File: src/verilog/rrq_cfg_pkg.sv
package rrq_cfg_pkg;

    // ******************************************************************
    // port and payload sizing
    // ******************************************************************

    localparam int NUM_PORTS    = 4;  // ingress ports, indexed by two bits.
    localparam int DATA_W       = 8;  // one byte per transfer.

    // ******************************************************************
    // queue sizing
    // ******************************************************************

    localparam int QUEUE_DEPTH  = 8;  // also the starting credit count of each source.
    localparam int PTR_W        = 3;  // read and write pointers wrap at the depth.
    localparam int CNT_W        = 4;  // occupancy runs from 0 to QUEUE_DEPTH.

    // ******************************************************************
    // egress credit sizing
    // ******************************************************************

    localparam int OUT_CREDITS  = 4;  // slots the downstream receiver offers after reset.
    localparam int OUT_CREDIT_W = 3;  // counter runs from 0 to OUT_CREDITS.

endpackage
File: src/verilog/rrq_types_pkg.sv
package rrq_types_pkg;

    // ******************************************************************
    // payload types
    // ******************************************************************

    typedef logic [rrq_cfg_pkg::DATA_W-1:0] data_t;  // one payload byte.

    // the four ingress bytes side by side, port 0 in the low byte.
    typedef data_t [rrq_cfg_pkg::NUM_PORTS-1:0] port_data_t;

    // ******************************************************************
    // port types
    // ******************************************************************

    typedef logic [$clog2(rrq_cfg_pkg::NUM_PORTS)-1:0] port_idx_t;  // port number.
    typedef logic [rrq_cfg_pkg::NUM_PORTS-1:0] port_mask_t;  // one bit per port.

    // ******************************************************************
    // counter types
    // ******************************************************************

    typedef logic [rrq_cfg_pkg::CNT_W-1:0] queue_cnt_t;  // bytes held in one queue.
    typedef logic [rrq_cfg_pkg::OUT_CREDIT_W-1:0] out_credit_t;  // egress credits left.

endpackage

File: src/verilog/rr_queue_mux.sv
`timescale 1ns/10ps

module rr_queue_mux (
    input  logic                      clk,
    input  logic                      rst_n,
    input  rrq_types_pkg::port_mask_t in_valid,
    input  rrq_types_pkg::port_data_t in_data,
    output rrq_types_pkg::port_mask_t credit_return,
    input  logic                      out_credit,
    output logic                      out_valid,
    output rrq_types_pkg::data_t      out_data,
    output rrq_types_pkg::port_idx_t  out_port,
    output rrq_types_pkg::port_mask_t err
);

    rrq_types_pkg::port_mask_t request;
    rrq_types_pkg::port_mask_t grant;
    rrq_types_pkg::port_idx_t  grant_idx;
    rrq_types_pkg::port_data_t head_data;
    logic                      credit_ok;
    logic                      granted;

    // ******************************************************************
    // ingress queues
    // ******************************************************************

    for (genvar g = 0; g < rrq_cfg_pkg::NUM_PORTS; g++) begin : g_queue
        port_queue u_port_queue (
            .clk           (clk),
            .rst_n         (rst_n),
            .push          (in_valid[g]),
            .push_data     (in_data[g]),
            .pop           (grant[g]),
            .head_data     (head_data[g]),
            .not_empty     (request[g]),
            .credit_return (credit_return[g]),
            .overflow      (err[g])
        );
    end

    // ******************************************************************
    // arbitration
    // ******************************************************************

    rr_arbiter u_rr_arbiter (
        .clk       (clk),
        .rst_n     (rst_n),
        .request   (request),
        .credit_ok (credit_ok),
        .grant     (grant),
        .grant_idx (grant_idx)
    );

    assign granted = |grant;  // the grant is one-hot, so this marks a single pop.

    // ******************************************************************
    // egress
    // ******************************************************************

    egress_stage u_egress_stage (
        .clk        (clk),
        .rst_n      (rst_n),
        .granted    (granted),
        .grant_idx  (grant_idx),
        .head_data  (head_data),
        .out_credit (out_credit),
        .credit_ok  (credit_ok),
        .out_valid  (out_valid),
        .out_data   (out_data),
        .out_port   (out_port)
    );

endmodule

File: src/verilog/egress_stage.sv
`timescale 1ns/10ps

module egress_stage (
    input  logic                      clk,
    input  logic                      rst_n,
    input  logic                      granted,
    input  rrq_types_pkg::port_idx_t  grant_idx,
    input  rrq_types_pkg::port_data_t head_data,
    input  logic                      out_credit,
    output logic                      credit_ok,
    output logic                      out_valid,
    output rrq_types_pkg::data_t      out_data,
    output rrq_types_pkg::port_idx_t  out_port
);

    // ******************************************************************
    // egress credit counter
    // ******************************************************************

    rrq_types_pkg::out_credit_t credit_cnt;
    logic                       credit_full;

    assign credit_full = (credit_cnt == rrq_types_pkg::out_credit_t'(rrq_cfg_pkg::OUT_CREDITS));
    assign credit_ok   = (credit_cnt != '0);

    // a grant takes its credit at once, so bytes still in flight are counted.
    always_ff @(posedge clk) begin
        if (!rst_n) begin
            credit_cnt <= rrq_types_pkg::out_credit_t'(rrq_cfg_pkg::OUT_CREDITS);
        end else begin
            case ({granted, out_credit})
                2'b10: credit_cnt <= credit_cnt - 1'b1;
                2'b01: begin
                    if (!credit_full) begin
                        credit_cnt <= credit_cnt + 1'b1;  // a surplus return is ignored.
                    end
                end
                default: credit_cnt <= credit_cnt;
            endcase
        end
    end

    // ******************************************************************
    // grant alignment
    // ******************************************************************

    logic                     sel_valid;
    rrq_types_pkg::port_idx_t sel_idx;

    // the popped byte reaches the queue head one cycle after the grant.
    always_ff @(posedge clk) begin
        if (!rst_n) begin
            sel_valid <= 1'b0;
        end else begin
            sel_valid <= granted;
        end
    end

    always_ff @(posedge clk) begin
        if (granted) begin
            sel_idx <= grant_idx;
        end
    end

    // ******************************************************************
    // output register
    // ******************************************************************

    always_ff @(posedge clk) begin
        if (!rst_n) begin
            out_valid <= 1'b0;
        end else begin
            out_valid <= sel_valid;  // one pulse per byte.
        end
    end

    always_ff @(posedge clk) begin
        if (sel_valid) begin
            out_data <= head_data[sel_idx];
            out_port <= sel_idx;
        end
    end

endmodule

File: src/verilog/rr_arbiter.sv
`timescale 1ns/10ps

module rr_arbiter (
    input  logic                      clk,
    input  logic                      rst_n,
    input  rrq_types_pkg::port_mask_t request,
    input  logic                      credit_ok,
    output rrq_types_pkg::port_mask_t grant,
    output rrq_types_pkg::port_idx_t  grant_idx
);

    // ******************************************************************
    // round-robin search
    // ******************************************************************

    rrq_types_pkg::port_idx_t last_grant;
    rrq_types_pkg::port_idx_t pick_idx;
    logic                     pick_found;
    logic                     grant_valid;

    // the search starts one past the last granted port and wraps, so the
    // last granted port itself is checked last.
    always_comb begin
        rrq_types_pkg::port_idx_t cand;
        pick_found = 1'b0;
        pick_idx   = last_grant;
        cand       = last_grant;
        for (int i = 1; i <= rrq_cfg_pkg::NUM_PORTS; i++) begin
            cand = last_grant + rrq_types_pkg::port_idx_t'(i);
            if (!pick_found && request[cand]) begin
                pick_found = 1'b1;
                pick_idx   = cand;
            end
        end
    end

    assign grant_valid = pick_found && credit_ok;  // no grant without an egress credit.

    // ******************************************************************
    // grant outputs
    // ******************************************************************

    always_comb begin
        grant = '0;
        if (grant_valid) begin
            grant[pick_idx] = 1'b1;
        end
    end

    assign grant_idx = pick_idx;  // only meaningful while a grant bit is set.

    // ******************************************************************
    // last-grant pointer
    // ******************************************************************

    // port 3 after reset gives port 0 the first turn.
    always_ff @(posedge clk) begin
        if (!rst_n) begin
            last_grant <= rrq_types_pkg::port_idx_t'(rrq_cfg_pkg::NUM_PORTS - 1);
        end else if (grant_valid) begin
            last_grant <= pick_idx;
        end
    end

endmodule

File: src/verilog/port_queue.sv
`timescale 1ns/10ps

module port_queue (
    input  logic                 clk,
    input  logic                 rst_n,
    input  logic                 push,
    input  rrq_types_pkg::data_t push_data,
    input  logic                 pop,
    output rrq_types_pkg::data_t head_data,
    output logic                 not_empty,
    output logic                 credit_return,
    output logic                 overflow
);

    // ******************************************************************
    // storage and pointers
    // ******************************************************************

    rrq_types_pkg::data_t            mem [rrq_cfg_pkg::QUEUE_DEPTH];
    logic [rrq_cfg_pkg::PTR_W-1:0]   wr_ptr;
    logic [rrq_cfg_pkg::PTR_W-1:0]   rd_ptr;
    rrq_types_pkg::queue_cnt_t       count;

    logic full;
    logic wr_en;
    logic rd_en;

    assign full      = (count == rrq_types_pkg::queue_cnt_t'(rrq_cfg_pkg::QUEUE_DEPTH));
    assign not_empty = (count != '0);

    assign wr_en = push && !full;     // a write into a full queue is dropped.
    assign rd_en = pop && not_empty;  // the arbiter only pops a non-empty queue.

    always_ff @(posedge clk) begin
        if (wr_en) begin
            mem[wr_ptr] <= push_data;
        end
    end

    always_ff @(posedge clk) begin
        if (!rst_n) begin
            wr_ptr <= '0;
        end else if (wr_en) begin
            wr_ptr <= wr_ptr + 1'b1;  // depth is a power of two, so the pointer wraps.
        end
    end

    always_ff @(posedge clk) begin
        if (!rst_n) begin
            rd_ptr <= '0;
        end else if (rd_en) begin
            rd_ptr <= rd_ptr + 1'b1;
        end
    end

    // a push and a pop in the same cycle leave the occupancy as it was.
    always_ff @(posedge clk) begin
        if (!rst_n) begin
            count <= '0;
        end else begin
            case ({wr_en, rd_en})
                2'b10:   count <= count + 1'b1;
                2'b01:   count <= count - 1'b1;
                default: count <= count;
            endcase
        end
    end

    // ******************************************************************
    // head register and credit return
    // ******************************************************************

    always_ff @(posedge clk) begin
        if (rd_en) begin
            head_data <= mem[rd_ptr];  // valid in the cycle after the grant.
        end
    end

    always_ff @(posedge clk) begin
        if (!rst_n) begin
            credit_return <= 1'b0;
        end else begin
            credit_return <= rd_en;  // one pulse per popped byte.
        end
    end

    // the flag stays up until reset so that a lost byte is never missed.
    always_ff @(posedge clk) begin
        if (!rst_n) begin
            overflow <= 1'b0;
        end else if (push && full) begin
            overflow <= 1'b1;
        end
    end

endmodule

File: config.mk
export PLATFORM = sky130hd
export DESIGN_NAME = rr_queue_mux
export DESIGN_NICKNAME = d
export VERILOG_FILES = /design/src/verilog/rrq_cfg_pkg.sv /design/src/verilog/rrq_types_pkg.sv /design/src/verilog/rr_queue_mux.sv /design/src/verilog/egress_stage.sv /design/src/verilog/rr_arbiter.sv /design/src/verilog/port_queue.sv
export SDC_FILE = /design/constraint.sdc
export NUM_CORES = 1
export LEC_CHECK = 0
export ABC_AREA = 0
export BUFFER_PORTS_ARGS = -buffer_cell sky130_fd_sc_hd__buf_2
export CORE_AREA = 3 3 168 170
export CTS_BUF_LIST = sky130_fd_sc_hd__clkbuf_4 sky130_fd_sc_hd__clkbuf_8
export DETAILED_ROUTE_END_ITERATION = 6
export DIE_AREA = 0 0 171 173
export HOLD_SLACK_MARGIN = 0.15
export PLACE_DENSITY = 0.72
export SLEW_MARGIN = 20
export SYNTH_ARGS = -nofsm -noshare
export SYNTH_HDL_FRONTEND = slang
export SYNTH_SLANG_ARGS = --single-unit
File: constraint.sdc
create_clock -name clk -period 7 [get_ports clk]
set_clock_uncertainty 0.2 [all_clocks]
set_input_delay 1.4 -clock clk [delete_from_list [all_inputs] [get_ports clk]]
set_output_delay 1.4 -clock clk [all_outputs]
set_load 0.01 [all_outputs]
==> impl_metrics.ini <==
[grt]
grt_util_all_layers_pct = 17.6
grt_pass1_vias = 7097
grt_pass1_wl_mm = 40.0
grt_max_degree = 37
antenna_found_initial = 0
overflow = 0

[cells_and_area]
final_cell_mix = edfxtp_1 (300), mux4_2 (72), clkbuf_8 (64), buf_2 (57), dfxtp_1 (55)
final_area_um2 = 16100
instances_no_fill = 1267
drive_gt1_share_pct = 32.5
diodes = 0
syn2layout_area_growth_pct = 13.3
nets = 944
layout_commonest_cell = edfxtp_1
nFillCells = 1970

[die]
fp.dieW_um = 171
num_io_pins = 58
die_area_um2 = 29600
rows = 60
initial_utilization_pct = 52.8
core_area_um2 = 26900
die_height_um = 173

[synth]
synth_nets = 849
synth-main-ff-cell = edfxtp_1
synthSimpleGateAreaFrac_pct = 5.76
synth_top_family_by_area = multiplexers
seq_area_frac_synth_pct = 71.3
synth-warning-count = 0
synth_xor_area_share_pct = 1.23
synth_edf_count = 300
synthCells = 785
async_flop_share_pct = 0
synth.mux.area_fraction_pct = 15.0
ys_seq_elements = 355
yosys.area_share.adder_pct = 2.47
ys_types = 49
synth-compound-area-share_pct = 2.50
avgSynthCellArea_um2 = 18.1
netlist_area_um2 = 14200

[clock_network]
cts_hold_buf = 0
clkSlewWorstSetupHoldPaths_ns = 0.06
cts-buffers-inserted = 54
post_cts.repair.setup_buffers = 0
post_cts_resized = 0
cts_tree = done
cts_sinks = 355
cts-root-buf = clkbuf_8
cts_max_path_buffers = 3
htree_num_levels = 2
clk_latency_ns = 0.58

[drt]
drtAntennaViolNets = 0
drt-initial-drc-count = 550
vias_per_cell = 5.51
first_pass_iters = 4
wl_per_cell_um = 20.1
drc = 0
vias = 6976
totalWireLength_mm = 25.5

[run_status]
outcome = finished, final reports clean

[timing]
timing.fmax_mhz = 248
post-route-period-util_pct = 57.7
setup_viol = 0
post-route-min-period_ns = 4.04
worstMarginPinSlew_ns = 1.07
tns_ns = 0
rsz0062_at_grt = no
relSlewSlack_pct = 28.6
hold_viol = 0
maxSlewViolCount = 0

[run]
drv_cap = 0

[place]
place_area_um2 = 14900
place.gp.congestion = 0.778
placed_cells = 1165
dp_hpwl_mm = 16.5
portBuffers = 57

[setup_path]
arrival_ns = 4.31
critPathCaptureType = flop
required_ns = 7.27
crit_path_start_kind = flop
crit_type = reg -> reg
critPathMaxFanout = 12

[power]
p_leak_nw = 5.42
max-vdd-ir-drop_uv = 170
power_density_nw_per_um2 = 383

[min_path]
hp-class = reg -> reg
[per-layer routing]
metal	part of all wire (%)	GRT usage (%)	routed length [µm]	vias up
li1	-	-	-	3279
met1	46	26.2	11600	3472
met2	47	26.9	12000	180
met3	5.3	3.54	1350	45
met4	1.8	4.73	459	0
met5	0	0	0	-
[registers in the layout, indices dropped and copies added, names as in the netlist, 3 cells and up]
name / cells
u_egress_stage.out_data: 8
g_queue.u_port_queue.count: 16
g_queue.u_port_queue.wr_ptr: 12
g_queue.u_port_queue.overflow: 4
u_egress_stage.credit_cnt: 3
g_queue.u_port_queue.head_data: 32
g_queue.u_port_queue.rd_ptr: 12
g_queue.u_port_queue.mem: 256
g_queue.u_port_queue.credit_return: 4
[synth_stat cells, types with 5 or more instances]
cell type    n  area share (%)
edfxtp_1   300              63
mux4_2      72              11
dfxtp_1     55             7.8
nor2_1      46             1.2
nand2_1     42             1.1
mux2_2      33             2.6
nor3_1      24            0.85
a21oi_1     21            0.74
ha_1        20             1.8
inv_1       18            0.48
clkbuf_1    16            0.42
nand2b_1    16            0.71
mux2i_1     13            0.92
xor2_1      12            0.74
buf_1        8            0.21
buf_4        8            0.42
xnor2_1      8            0.49
nor4_1       7            0.31
buf_2        5            0.18
fa_1         5            0.71
or3_1        5            0.22
[report_power, final]
group	total (mW)	switching (mW)	internal (mW)	leakage, nW
clock	1.78	0.764	1.02	0.621
combinational	1.51	0.836	0.675	1.61
sequential	2.87	0.211	2.66	3.18
total	6.17	1.81	4.35	5.42
[area by class of cell]
cell class                      instances  area, µm²  area share (%)
Clock buffer                           85       1040            6.46
Clock inverter                         17        140           0.871
Inverter                               21       81.3           0.506
Multi-Input combinational cell        372       3860            24.0
Sequential cell                       355      10100            62.9
Tap cell                              341        427            2.65
Timing Repair Buffer                   76        428            2.66
[through the flow]
step / util (%) / setup slack (ns) / total power, mW / hold slack [ns]
floorplan: - / 3.37 / 4.01 / 0.224
global placement: 55.4 / 3.02 / 4.39 / 0.264
detailed placement: 55.4 / 2.89 / 4.43 / 0.256
CTS: 59.8 / 2.99 / 6.22 / 0.277
global route: 59.8 / 2.71 / 6.50 / 0.308
finish: 59.8 / 2.96 / 6.17 / 0.275
[worst max-delay path, cell delays in order (launching register included)]
cell      delay [ns]
dfxtp_1         0.36
or4_4           0.60
a221oi_2        0.32
o21a_4          0.25
inv_4           0.08
nor4_4          0.69
ha_1            0.32
ha_1            0.24
a21o_1          0.17
a21oi_1         0.17
xnor2_1         0.09
or3_1           0.31
a21oi_1         0.14
[logic make-up (layout without fill, tap and decap cells)]
kind of cell / count (synthesis) / count (layout)
xor gates and xnor gates: 20 / 20
muxes: 118 / 118
AOI/OAI and AO/OA: 51 / 51
and+or+nand+nor: 158 / 158
buffers and inverters: 58 / 199
adders and majority gates: 25 / 25
DFF: 355 / 355
[path summary, 6_finish.rpt]
kind | end | startpoint | slack (ns) | cells past startpoint
setup / recovery | g_queue[0].u_port_queue.count[3] | g_queue[3].u_port_queue.count[3] | 2.96 | 12
hold / removal | g_queue[3].u_port_queue.overflow | g_queue[3].u_port_queue.overflow | 0.27 | 2
setup reg to reg | g_queue[0].u_port_queue.count[3] | g_queue[3].u_port_queue.count[3] | 2.96 | 12
hold reg to reg | g_queue[3].u_port_queue.overflow | g_queue[3].u_port_queue.overflow | 0.27 | 2
No activity file was read; power rests on OpenSTA's default activity.
